$ cat src/alert_diff_pkg.sv
package alert_diff_pkg;

  ////////////////////
  // widths
  ////////////////////

  // alert and sigint episode counters share this width
  parameter int cnt_w = 16;

  ////////////////////
  // stage payloads
  ////////////////////

  // one synchronized sample of the differential pair
  // p and n are the resynchronized wire values
  // edge flags mark a change against the previous sample
  typedef struct packed {
    logic p;
    logic n;
    logic p_edge;
    logic n_edge;
  } diff_sample_t;

  // decoded result of one cycle
  // level is the recovered logical value, held through faults
  // rise/fall are single-cycle pulses, evt is their or
  // sigint flags an encoding fault on the pair
  typedef struct packed {
    logic level;
    logic rise;
    logic fall;
    logic evt;
    logic sigint;
  } diff_event_t;

  ////////////////////
  // decoder fsm
  ////////////////////

  // is_std    pair agrees, both wires move together
  // is_skewed one wire moved, the other is expected next cycle
  // sig_int   pair disagrees for too long, wait for recovery
  typedef enum logic [1:0] {
    is_std    = 2'b00,
    is_skewed = 2'b01,
    sig_int   = 2'b10
  } decode_state_e;

endpackage

$ cat src/diff_sync.sv
`timescale 1ns/1ps

module diff_sync (
  input  logic                        clk_i,
  input  logic                        rst_b,
  // raw pair from the far clock domain
  input  logic                        diff_p_i,
  input  logic                        diff_n_i,
  // synchronized pair with edge flags
  output alert_diff_pkg::diff_sample_t sample_o
);

  // bit 1 carries n, bit 0 carries p
  // idle encoding of the pair is p=0, n=1
  localparam logic [1:0] PairIdle = 2'b10;

  // first and second synchronizer stages
  logic [1:0] sync1_q;
  logic [1:0] sync2_q;
  // previous synchronized value, for edge detection
  logic [1:0] hist_q;
  logic [1:0] pair_edge;

  ////////////////////
  // synchronizers
  ////////////////////

  // both wires go through the same two-flop chain
  // first flop may go metastable, second one settles it
  always_ff @(posedge clk_i) begin
    if (!rst_b) begin
      sync1_q <= PairIdle;
      sync2_q <= PairIdle;
    end else begin
      sync1_q <= {diff_n_i, diff_p_i};
      sync2_q <= sync1_q;
    end
  end

  ////////////////////
  // edge history
  ////////////////////

  // history resets to the idle pair so no edge shows after reset
  always_ff @(posedge clk_i) begin
    if (!rst_b) begin
      hist_q <= PairIdle;
    end else begin
      hist_q <= sync2_q;
    end
  end

  // an edge is any difference from the last sample
  // each flag is high for exactly one cycle per wire change
  assign pair_edge = sync2_q ^ hist_q;

  // pack into the stage struct
  assign sample_o.p      = sync2_q[0];
  assign sample_o.n      = sync2_q[1];
  assign sample_o.p_edge = pair_edge[0];
  assign sample_o.n_edge = pair_edge[1];

endmodule

$ cat src/diff_decode.sv
`timescale 1ns/1ps

module diff_decode (
  input  logic                        clk_i,
  input  logic                        rst_b,
  // synchronized pair from diff_sync
  input  alert_diff_pkg::diff_sample_t sample_i,
  // registered level, pulses and fault flag
  output alert_diff_pkg::diff_event_t  decoded_o
);

  alert_diff_pkg::decode_state_e state_d;
  alert_diff_pkg::decode_state_e state_q;

  // next value of the output register
  alert_diff_pkg::diff_event_t evt_d;
  // output register, also holds the current level
  alert_diff_pkg::diff_event_t evt_q;

  // pair correctly encoded when the wires disagree
  logic pair_ok;
  // either wire changed this cycle
  logic any_edge;
  // both wires changed this cycle
  logic both_edge;

  assign pair_ok   = sample_i.p ^ sample_i.n;
  assign any_edge  = sample_i.p_edge | sample_i.n_edge;
  assign both_edge = sample_i.p_edge & sample_i.n_edge;

  ////////////////////
  // decode fsm
  ////////////////////

  // legal transitions move both wires in the same sample
  // or one sample apart, a one cycle skew is tolerated
  // anything longer counts as a signal integrity fault
  always_comb begin
    // hold state and level, no pulses by default
    state_d      = state_q;
    evt_d.level  = evt_q.level;
    evt_d.rise   = 1'b0;
    evt_d.fall   = 1'b0;
    evt_d.sigint = 1'b0;

    unique case (state_q)
      // normal operation, pair tracks cleanly
      alert_diff_pkg::is_std: begin
        if (pair_ok) begin
          evt_d.level = sample_i.p;
          // only a joint edge is a clean transition here
          if (both_edge) begin
            evt_d.rise = sample_i.p;
            evt_d.fall = ~sample_i.p;
          end
        end else if (any_edge) begin
          // one wire moved first, give the other one a cycle
          state_d = alert_diff_pkg::is_skewed;
        end else begin
          // disagreement without any movement
          state_d      = alert_diff_pkg::sig_int;
          evt_d.sigint = 1'b1;
        end
      end

      // waiting for the late wire
      alert_diff_pkg::is_skewed: begin
        if (pair_ok) begin
          // late wire caught up, emit the deferred transition
          state_d     = alert_diff_pkg::is_std;
          evt_d.level = sample_i.p;
          evt_d.rise  = sample_i.p;
          evt_d.fall  = ~sample_i.p;
        end else begin
          // skew longer than one cycle
          state_d      = alert_diff_pkg::sig_int;
          evt_d.sigint = 1'b1;
        end
      end

      // fault, level frozen until the pair is valid again
      alert_diff_pkg::sig_int: begin
        if (pair_ok) begin
          // quiet recovery, level follows p from next is_std cycle
          state_d = alert_diff_pkg::is_std;
        end else begin
          evt_d.sigint = 1'b1;
        end
      end

      // unused encoding, fall back to the normal state
      default: begin
        state_d = alert_diff_pkg::is_std;
      end
    endcase

    // combined event pulse
    evt_d.evt = evt_d.rise | evt_d.fall;
  end

  ////////////////////
  // registers
  ////////////////////

  // reset to the idle pair, level low and no pulses
  always_ff @(posedge clk_i) begin
    if (!rst_b) begin
      state_q <= alert_diff_pkg::is_std;
      evt_q   <= '0;
    end else begin
      state_q <= state_d;
      evt_q   <= evt_d;
    end
  end

  // stage boundary is the flop output
  assign decoded_o = evt_q;

endmodule

$ cat src/alert_tracker.sv
`timescale 1ns/1ps

module alert_tracker #(
  // alert count that raises escalation
  parameter int unsigned EscThresh     = 8,
  // consecutive sigint cycles that raise escalation
  parameter int unsigned SigintHoldMax = 32
) (
  input  logic                              clk_i,
  input  logic                              rst_b,
  // decoded pair from diff_decode
  input  alert_diff_pkg::diff_event_t        decoded_i,
  // single cycle clear of counts and escalation
  input  logic                              clear_i,
  output logic                              level_o,
  output logic                              sigint_o,
  output logic [alert_diff_pkg::cnt_w-1:0]  alert_cnt_o,
  output logic [alert_diff_pkg::cnt_w-1:0]  sigint_cnt_o,
  output logic                              escalate_o
);

  localparam int CntW   = alert_diff_pkg::cnt_w;
  // timer only needs to reach the hold limit
  localparam int TimerW = $clog2(SigintHoldMax + 1);

  localparam logic [CntW-1:0]   EscLimit  = CntW'(EscThresh);
  localparam logic [TimerW-1:0] HoldLimit = TimerW'(SigintHoldMax);

  logic              level_q;
  // delayed sigint, also the previous value for onset detection
  logic              sigint_q;
  logic [CntW-1:0]   alert_cnt_q;
  logic [CntW-1:0]   sigint_cnt_q;
  logic [TimerW-1:0] hold_tmr_q;
  logic              esc_q;

  // sigint rising edge, start of a new episode
  logic              sigint_onset;
  // escalation conditions on the current counts
  logic              cnt_hit;
  logic              hold_hit;

  assign sigint_onset = decoded_i.sigint & ~sigint_q;
  assign cnt_hit      = (alert_cnt_q >= EscLimit);
  assign hold_hit     = (hold_tmr_q >= HoldLimit);

  ////////////////////
  // pass-through regs
  ////////////////////

  // level and sigint are the decoded values one cycle later
  // clear does not touch them, the pair state is not ours to reset
  always_ff @(posedge clk_i) begin
    if (!rst_b) begin
      level_q  <= 1'b0;
      sigint_q <= 1'b0;
    end else begin
      level_q  <= decoded_i.level;
      sigint_q <= decoded_i.sigint;
    end
  end

  ////////////////////
  // counters
  ////////////////////

  // clear wins over any count in the same cycle
  always_ff @(posedge clk_i) begin
    if (!rst_b) begin
      alert_cnt_q  <= '0;
      sigint_cnt_q <= '0;
      hold_tmr_q   <= '0;
      esc_q        <= 1'b0;
    end else if (clear_i) begin
      alert_cnt_q  <= '0;
      sigint_cnt_q <= '0;
      hold_tmr_q   <= '0;
      esc_q        <= 1'b0;
    end else begin
      // every rise on the pair is one alert
      if (decoded_i.rise) begin
        alert_cnt_q <= alert_cnt_q + 1'b1;
      end
      // one count per fault episode
      if (sigint_onset) begin
        sigint_cnt_q <= sigint_cnt_q + 1'b1;
      end
      // duration timer, saturates at the limit, restarts when sigint drops
      if (!decoded_i.sigint) begin
        hold_tmr_q <= '0;
      end else if (!hold_hit) begin
        hold_tmr_q <= hold_tmr_q + 1'b1;
      end
      // sticky until clear
      esc_q <= esc_q | cnt_hit | hold_hit;
    end
  end

  assign level_o      = level_q;
  assign sigint_o     = sigint_q;
  assign alert_cnt_o  = alert_cnt_q;
  assign sigint_cnt_o = sigint_cnt_q;
  assign escalate_o   = esc_q;

endmodule

$ cat src/alert_rx_top.sv
`timescale 1ns/1ps

module alert_rx_top #(
  // alert count that raises escalation
  parameter int unsigned EscThresh     = 8,
  // consecutive sigint cycles that raise escalation
  parameter int unsigned SigintHoldMax = 32
) (
  input  logic                              clk_i,
  input  logic                              rst_b,
  // differential alert pair, asynchronous to clk_i
  input  logic                              diff_p_i,
  input  logic                              diff_n_i,
  // clears counts and escalation
  input  logic                              clear_i,
  output logic                              level_o,
  output logic                              sigint_o,
  output logic [alert_diff_pkg::cnt_w-1:0]  alert_cnt_o,
  output logic [alert_diff_pkg::cnt_w-1:0]  sigint_cnt_o,
  output logic                              escalate_o
);

  // synchronizer to decoder
  alert_diff_pkg::diff_sample_t sample;
  // decoder to tracker
  alert_diff_pkg::diff_event_t  decoded;

  ////////////////////
  // stage 1
  ////////////////////

  // resync the pair and flag wire edges
  diff_sync u_sync (
    .clk_i    (clk_i),
    .rst_b    (rst_b),
    .diff_p_i (diff_p_i),
    .diff_n_i (diff_n_i),
    .sample_o (sample)
  );

  ////////////////////
  // stage 2
  ////////////////////

  // skew tolerant decode into level, pulses and faults
  diff_decode u_decode (
    .clk_i     (clk_i),
    .rst_b     (rst_b),
    .sample_i  (sample),
    .decoded_o (decoded)
  );

  ////////////////////
  // stage 3
  ////////////////////

  // alert counting and escalation
  alert_tracker #(
    .EscThresh     (EscThresh),
    .SigintHoldMax (SigintHoldMax)
  ) u_tracker (
    .clk_i        (clk_i),
    .rst_b        (rst_b),
    .decoded_i    (decoded),
    .clear_i      (clear_i),
    .level_o      (level_o),
    .sigint_o     (sigint_o),
    .alert_cnt_o  (alert_cnt_o),
    .sigint_cnt_o (sigint_cnt_o),
    .escalate_o   (escalate_o)
  );

endmodule

$ cat config.mk
export PLATFORM = sky130hd
export DESIGN_NAME = alert_rx_top
export DESIGN_NICKNAME = d
export VERILOG_FILES = /design/src/alert_diff_pkg.sv /design/src/diff_sync.sv /design/src/diff_decode.sv /design/src/alert_tracker.sv /design/src/alert_rx_top.sv
export SDC_FILE = /design/constraint.sdc
export NUM_CORES = 1
export LEC_CHECK = 0
export ABC_AREA = 1
export BUFFER_PORTS_ARGS = -buffer_cell sky130_fd_sc_hd__buf_2
export CORE_MARGIN = 2
export CORE_UTILIZATION = 41
export CTS_BUF_LIST = sky130_fd_sc_hd__clkbuf_8 sky130_fd_sc_hd__clkbuf_16
export CTS_CLUSTER_DIAMETER = 120
export DETAILED_ROUTE_END_ITERATION = 7
export PLACE_DENSITY = 0.66
export SKIP_LAST_GASP = 1
export SLEW_MARGIN = 15
export SYNTH_ARGS = -nofsm -noshare
export SYNTH_HDL_FRONTEND = slang
export SYNTH_SLANG_ARGS = --single-unit
$ cat constraint.sdc
create_clock -name clk_i -period 2.2 [get_ports clk_i]
set_input_delay 0.33 -clock clk_i [delete_from_list [all_inputs] [get_ports clk_i]]
set_output_delay 0.33 -clock clk_i [all_outputs]
set_load 0.02 [all_outputs]
# Yosys cells after proc, flatten, opt, wreduce, memory -nomap -nowiden
# Index checks and enable logic that the tools add are counted.
[word_totals] ff_bits=52 latch_bits=0 ramBits=0 rom_bits=0 in_bits=5 word_cells=55 memories=0
[op_classes] addsub=3 multipliers=0 div_mod_pow=0 order_cmp=2 n_eq_ne=6 shifts=0 n_mux=13 bitwise=11 reduce_logical=7
[ops] cell="adder 16 x 1 -> 16 bit, second input constant" n=2
[ops] cell=">= comparator 16 x 4 -> 1 bit, second input constant" n=1
[ops] cell="two-way mux 2 bit" n=5
[ops] cell="adder 6 x 1 -> 6 bit, second input constant" n=1
[ops] cell=">= comparator 6 bit, second input constant" n=1
[ops] cell="two-way mux 3 bit" n=2
[ops] cell="!= test 2 x 1 -> 1 bit, second input constant" n=3
[ops] cell="case mux 2 bit (3 select lines)" n=1
[ops] cell="case mux 3 bit (2 select lines)" n=1
[ops] cell="NOT 1 bit" n=4
[ops] cell="OR reduction 2 bit" n=2
[ops] cell="two-way mux 1 bit" n=3
[ops] cell="bitwise OR 1 bit" n=3
[ops] cell="AND reduction 3 bit" n=1
[ops] cell="OR reduction 3 bit" n=1
[ops] cell="bitwise AND 1 bit" n=2
[ops] cell="== test 2 x 1 -> 1 bit, second input constant" n=1
[ops] cell="== test 2 bit, second input constant" n=1
[ops] cell="zero test 2 bit" n=1
[ops] cell="!= test 2 bit, second input constant" n=1
[ops] cell="case mux 1 bit (2 select lines)" n=1
[ops] cell="AND reduction 2 bit" n=1
[ops] cell="nonzero test 2 bit" n=1
[ops] cell="XOR 2 bit" n=1
[ops] cell="XOR 1 bit" n=1

# Logic depth before layout (Yosys ltp)
[depth] ltp_word=5 depth_mapped=9 mapped_depth_nobuf=9

# By module
# A second synthesis with hierarchy kept.
[unflattened] cells_unflattened=380 area_unflattened_um2=2623.8
[by_module_without_submodules] mod="alert_tracker" instances=1 cells_each=292 area_each_um2=2018.2 seq_area_each_um2=820.8
[by_module_without_submodules] mod="diff_decode" instances=1 cells_each=61 area_each_um2=406.6 seq_area_each_um2=140.1
[by_module_without_submodules] mod="diff_sync" instances=1 cells_each=27 area_each_um2=198.9 seq_area_each_um2=120.1

# Worst setup path before layout
# OpenSTA, ideal clock, no wires.
[synth_timing] path_kind="register to register" startpoint="reg u_tracker.alert_cnt_q[0] (netlist: u_tracker.alert_cnt_o[0])" endpoint="reg u_tracker.alert_cnt_q[10] (netlist: u_tracker.alert_cnt_o[10])" arrival_time_ns=1.284 required_ns=2.087 path_slack_ns=0.802 stages_incl_launch_ff=9 path_buffers=0 cell_sequence="dfxtp_1 ha_1 nand2_2 nor2_4 nand2_2 nor2_4 nand2_1 o21ai_1 nor2_1"
[synth_between] elab_chain_len=1
[synth_rtl] element="from (decl)" line_no="alert_tracker.sv:32" source="logic [CntW-1:0] alert_cnt_q;"
[synth_rtl] element="from (signal assigned)" line_no="alert_tracker.sv:82" source="alert_cnt_q <= alert_cnt_q + 1'b1;"
[synth_rtl] element="adder 16 x 1 -> 16 bit" line_no="alert_tracker.sv:82"
# No other way between the ends.
# A chain may end at the register's enable or synchronous reset.

# Final worst setup path
[layout_timing] startpoint="reg u_sync.sync2_q[1]" endpoint="reg u_decode.state_q[1]"
[layout_between] elab_chain_len=5 word_cells_on_any_way=10 classes_between="eq/ne (2); mux (4); bitwise (3); reduce/logical (1)"
[layout_rtl] element="from (decl)" line_no="diff_sync.sv:19" source="logic [1:0] sync2_q;"
[layout_rtl] element="from (signal assigned)" line_no="diff_sync.sv:33" source="sync2_q <= PairIdle;"
[layout_rtl] element="from (signal assigned)" line_no="diff_sync.sv:36" source="sync2_q <= sync1_q;"
[layout_rtl] element="XOR 2 bit" line_no="diff_sync.sv:55" source="assign pair_edge = sync2_q ^ hist_q;"
[layout_rtl] element="bitwise OR 1 bit" line_no="diff_decode.sv:28" source="assign any_edge = sample_i.p_edge | sample_i.n_edge;"
[layout_rtl] element="two-way mux 2 bit" line_no="diff_decode.sv:56" source="end else if (any_edge) begin"
[layout_rtl] element="two-way mux 2 bit" line_no="diff_decode.sv:49" source="if (pair_ok) begin"
[layout_rtl] element="case mux 2 bit (3 select lines)" line_no="diff_decode.sv:46" source="unique case (state_q)"
[layout_rtl] element="to (signal assigned)" line_no="diff_decode.sv:108" source="state_q <= alert_diff_pkg::is_std;"
[layout_rtl] element="to (signal assigned)" line_no="diff_decode.sv:111" source="state_q <= state_d;"
[layout_rtl] element="to (decl)" line_no="diff_decode.sv:13" source="alert_diff_pkg::decode_state_e state_q;"
# Several ways; a longest one is shown, not always the timed one. The select of a mux whose other input is x is not followed.

==> impl_results.html <==
<table>
<tr><th>Metric</th><th>Value</th></tr>
<tr><th colspan="2">Synthesis</th></tr>
<tr><td>Ys Warns</td><td>0</td></tr>
<tr><td>Leading post-synthesis cells by instance count</td><td>sky130_fd_sc_hd__nand2_1 (72), sky130_fd_sc_hd__inv_1 (54), sky130_fd_sc_hd__dfxtp_1 (52)</td></tr>
<tr><td>Yosys top cell by area</td><td>sky130_fd_sc_hd__dfxtp_1</td></tr>
<tr><td>Number of cells produced by synthesis</td><td>between 300 and 400</td></tr>
<tr><td>Share of async-settable or async-resettable flops after synthesis</td><td>0%</td></tr>
<tr><td>Most repeated cell in the gate-level netlist after synthesis</td><td>sky130_fd_sc_hd__nand2_1</td></tr>
<tr><td>Netlist Area Pre-Place</td><td>about 2500 um2</td></tr>
<tr><td>Largest cells by area after synthesis</td><td>sky130_fd_sc_hd__dfxtp_1 (42%), sky130_fd_sc_hd__nand2_1 (11%), sky130_fd_sc_hd__inv_1 (8.1%)</td></tr>
<tr><td>Yosys reg bits</td><td>52</td></tr>
<tr><td>Post-synthesis sequential area ratio</td><td>41.6%</td></tr>
<tr><td>Synthesized area per cell</td><td>between 7 and 8 um2</td></tr>
<tr><td>Dominant register cell in the synthesized netlist</td><td>sky130_fd_sc_hd__dfxtp_1</td></tr>
<tr><td>Fraction of synthesized cell area taken by the top area cell type</td><td>a little over two fifths</td></tr>
<tr><td>Cell variety after synth</td><td>25</td></tr>
<tr><td>Number of nets produced by synthesis</td><td>368</td></tr>
<tr><td>Number of synthesized flops with an enable pin</td><td>0</td></tr>
<tr><th colspan="2">Clocking</th></tr>
<tr><td>Clock-pin slew on the worst setup and hold paths</td><td>~0.1 ns</td></tr>
<tr><td>Number of instances resized during post-cts repair</td><td>0</td></tr>
<tr><td>TritonCTS clock tree</td><td>yes</td></tr>
<tr><td>Number of buffers on the longest clock path</td><td>2</td></tr>
<tr><td>Post-CTS setup buffer count</td><td>0</td></tr>
<tr><td>Total of hold buffers inserted after clock tree synthesis</td><td>0</td></tr>
<tr><td>Number of H-tree branching levels</td><td>2</td></tr>
<tr><td>Number of buffers inserted during clock tree synthesis</td><td>5</td></tr>
<tr><td>Clock sink total</td><td>52</td></tr>
<tr><td>Buffer cell driving the clock tree root</td><td>sky130_fd_sc_hd__clkbuf_8</td></tr>
<tr><td>Skew-Pair Late Insertion Delay</td><td>0.31 ns</td></tr>
<tr><th colspan="2">Timing</th></tr>
<tr><td>Post-layout minimum cycle time</td><td>1.50 ns</td></tr>
<tr><td>Fraction of the cycle the final worst path needs</td><td>68.3%</td></tr>
<tr><td>Setup violation total in the final timing report</td><td>0</td></tr>
<tr><td>Slew at the pin closest to its max-slew limit</td><td>~0.43 ns</td></tr>
<tr><td>Worst clock skew on the final layout</td><td>approximately 0.0064 ns</td></tr>
<tr><td>Total negative slack for setup checks</td><td>0 ns</td></tr>
<tr><td>Max Clock Freq</td><td>approximately 670 MHz</td></tr>
<tr><td>Max Transition Viols Final</td><td>0</td></tr>
<tr><td>Number of failing hold endpoints at the final stage</td><td>0</td></tr>
<tr><td>Post-Route Hold Slack</td><td>slightly above 0.2 ns</td></tr>
<tr><td>Worst slew slack as a fraction of its limit</td><td>71.1%</td></tr>
<tr><td>RSZ-0062 raised after global routing</td><td>false</td></tr>
<tr><th colspan="2">Detailed routing</th></tr>
<tr><td>Via-to-Cell Ratio</td><td>4.74</td></tr>
<tr><td>Number of nets with antenna violations after detailed routing</td><td>0</td></tr>
<tr><td>Routed wire length</td><td>around 5200 um</td></tr>
<tr><td>Drt drc</td><td>0</td></tr>
<tr><td>Number of detailed-route iterations in the first pass</td><td>4</td></tr>
<tr><td>Avg WL per Cell</td><td>roughly 11 um</td></tr>
<tr><td>Via count</td><td>roughly 2,200</td></tr>
<tr><td>Number of violations reported at the end of detailed-routing iteration 0</td><td>74</td></tr>
<tr><th colspan="2">Global routing</th></tr>
<tr><td>Vias in the first global route</td><td>roughly 2,000</td></tr>
<tr><td>Largest net degree at the start of global routing</td><td>21</td></tr>
<tr><td>GRT Util Overall</td><td>16.6%</td></tr>
<tr><td>Initial antenna violation count</td><td>0</td></tr>
<tr><td>GRT overflow</td><td>0</td></tr>
<tr><td>Global-route wire length before repair</td><td>~8700 um</td></tr>
<tr><th colspan="2">Floorplanning</th></tr>
<tr><td>Count of boundary I/O pins</td><td>40</td></tr>
<tr><td>Core Box Area</td><td>5920 um2</td></tr>
<tr><td>Width of the die</td><td>~80 um</td></tr>
<tr><td>Vertical extent of the die</td><td>slightly above 80 um</td></tr>
<tr><td>Standard-cell rows</td><td>28</td></tr>
<tr><td>Initial Util</td><td>42.2%</td></tr>
<tr><td>Die area</td><td>~6700 um2</td></tr>
<tr><th colspan="2">Power and ir drop</th></tr>
<tr><td>Register share of total power</td><td>around 54%</td></tr>
<tr><td>Net switching power figure</td><td>about 0.48 mW</td></tr>
<tr><td>Proportion of power drawn by combinational gates</td><td>11.2%</td></tr>
<tr><td>Max rail drop VDD</td><td>471 uV</td></tr>
<tr><td>Power per cell area</td><td>roughly 650 nW/um2</td></tr>
<tr><td>Cell Int Power</td><td>about 1.4 mW</td></tr>
<tr><td>Leakage dissipation</td><td>approximately 1.3 nW</td></tr>
<tr><td>Switching power share of the total</td><td>between 20% and 30%</td></tr>
<tr><td>Clock power frac</td><td>between 30% and 40%</td></tr>
<tr><th colspan="2">Setup path</th></tr>
<tr><td>Type of element launching the critical path</td><td>flip-flop</td></tr>
<tr><td>Critical Path Sink Type</td><td>flip-flop</td></tr>
<tr><td>CP Cell Sequence</td><td>inv_1 -&gt; ha_1 -&gt; or2_2 -&gt; o21ai_1 -&gt; o21ai_0 -&gt; a31oi_1</td></tr>
<tr><td>Largest driver fanout on the critical path</td><td>4</td></tr>
<tr><td>Arrival time at the worst endpoint</td><td>between 1.5 and 2 ns</td></tr>
<tr><td>Biggest cell delay along the critical path</td><td>between 0.3 and 0.4 ns</td></tr>
<tr><td>Worst EP required</td><td>~2.4 ns</td></tr>
<tr><td>Classification of the worst setup path</td><td>reg -&gt; reg</td></tr>
<tr><td>Slowest-stage cell, CP</td><td>sky130_fd_sc_hd__dfxtp_1</td></tr>
<tr><th colspan="2">Place</th></tr>
<tr><td>HPWL after detailed placement</td><td>roughly 4000 um</td></tr>
<tr><td>Quantity of I/O buffers inserted on ports</td><td>39</td></tr>
<tr><td>Placer congestion estimate</td><td>0.860</td></tr>
<tr><td>Cell count after placement</td><td>between 400 and 500</td></tr>
<tr><th colspan="2">Final layout</th></tr>
<tr><td>Layout cell share with drive strength beyond 1</td><td>a little under a fifth</td></tr>
<tr><td>Final core utilization</td><td>about 50%</td></tr>
<tr><td>Layout-stage area growth over the synthesis result</td><td>16.2%</td></tr>
<tr><td>Fin nets</td><td>approximately 400</td></tr>
<tr><td>Antenna diode count</td><td>0</td></tr>
<tr><td>Non-Filler Instances</td><td>approximately 470</td></tr>
<tr><th colspan="2">Run</th></tr>
<tr><td>Max capacitance violation total</td><td>0</td></tr>
<tr><th colspan="2">Outcome</th></tr>
<tr><td>Status</td><td>complete, no violations</td></tr>
<tr><th colspan="2">Worst hold path</th></tr>
<tr><td>Hold/Removal Path Class</td><td>in -&gt; reg</td></tr>
</table>
## stage by stage
| step | power [mW] | cell area, um2 | setup slack, ns |
|---|---|---|---|
| floorplan | 1.19 | 2500 | 0.802 |
| global placement | 1.24 | 2790 | 0.717 |
| detailed placement | 1.24 | 2790 | 0.669 |
| CTS | 1.91 | 2910 | 0.695 |
| global route | 1.98 | 2910 | 0.532 |
| finish | 1.88 | 2910 | 0.698 |
## layer usage
metal | share of wire [%] | track usage [%] | vias to the layer above
met1 | 49 | 21.1 | 996
met5 | 0 | 0 | -
met2 | 46 | 27.8 | 42
li1 | - | - | 1200
met4 | 1.2 | 5.00 | 0
met3 | 4.2 | 4.07 | 6
## worst max-delay path: cells and delay by family, from the launching register on
family | cells | cell delay (ns)
AO/OA/AOI/OAI | 3 | 0.42
flip-flops | 1 | 0.36
adder cells (fa/ha/maj) | 1 | 0.31
AND/OR/NAND/NOR | 1 | 0.28
buffers and inverters | 1 | 0.06
## final cells by class
type | instances | area (um2)
clock buffer | 5 | 68.8
multi-input combinational | 239 | 1220
tap | 75 | 93.8
fill | 612 | 3020
inverter | 59 | 221
timing repair buffer | 40 | 215
sequential | 52 | 1040
clock inverter | 3 | 42.5
## registers in the layout, indices dropped and copies added (netlist names), 2 cells and up
register,flops
u_tracker.sigint_cnt_o,16
u_sync.sync2_q,2
u_tracker.hold_tmr_q,6
u_decode.decoded_o,3
u_decode.state_q,2
u_sync.hist_q,2
u_sync.sync1_q,2
u_tracker.alert_cnt_o,16
## cell families after synthesis
| logic type | Yosys count | share of synthesized area [%] |
|---|---|---|
| adder cells (fa/ha/maj) | 10 | 5.01 |
| buffers and inverters | 62 | 9.46 |
| AND/OR/NAND/NOR | 173 | 31.8 |
| XOR/XNOR | 3 | 1.05 |
| AO/OA/AOI/OAI | 53 | 11.0 |
| flip-flops | 52 | 41.6 |
## layout by cell type (no fill, tap or decap), types with 3 or more instances in the layout
cell / Yosys / final
sky130_fd_sc_hd__nand2_1: 72 / 72
sky130_fd_sc_hd__inv_1: 54 / 54
sky130_fd_sc_hd__dfxtp_1: 52 / 52
sky130_fd_sc_hd__nor2_1: 46 / 46
sky130_fd_sc_hd__buf_2: 3 / 39
sky130_fd_sc_hd__a21oi_1: 26 / 26
sky130_fd_sc_hd__nand3_1: 16 / 16
sky130_fd_sc_hd__o21ai_0: 16 / 16
sky130_fd_sc_hd__ha_1: 10 / 10
sky130_fd_sc_hd__nand4_1: 8 / 8
sky130_fd_sc_hd__nor3_1: 8 / 8
sky130_fd_sc_hd__o21ai_1: 6 / 6
sky130_fd_sc_hd__nand2_2: 6 / 6
sky130_fd_sc_hd__nor2_4: 6 / 6
sky130_fd_sc_hd__inv_2: 5 / 5
sky130_fd_sc_hd__nor2_2: 5 / 5
sky130_fd_sc_hd__clkbuf_8: 0 / 5
sky130_fd_sc_hd__or2_2: 3 / 3
## power groups by stage
stage / clock (mW) / combinational [mW] / sequential [mW]
6_report: 0.660 / 0.211 / 1.01
5_1_grt: 0.718 / 0.246 / 1.01
4_1_cts: 0.685 / 0.212 / 1.01
3_5_place_dp: 0 / 0.210 / 1.03
3_3_place_gp: 0 / 0.206 / 1.03
2_1_floorplan: 0 / 0.152 / 1.03
## worst paths after layout
kind | startpoint | end | cells after the start | slack, ns
setup / recovery | u_sync.sync2_q[1] | u_decode.state_q[1] | 6 | 0.70
hold / removal | diff_p_i | u_sync.sync1_q[0] | 3 | 0.20
setup reg to reg | u_sync.sync2_q[1] | u_decode.state_q[1] | 6 | 0.70
hold reg to reg | u_sync.sync1_q[0] | u_sync.sync2_q[0] | 2 | 0.42
Power figures use the tool's default switching activity.
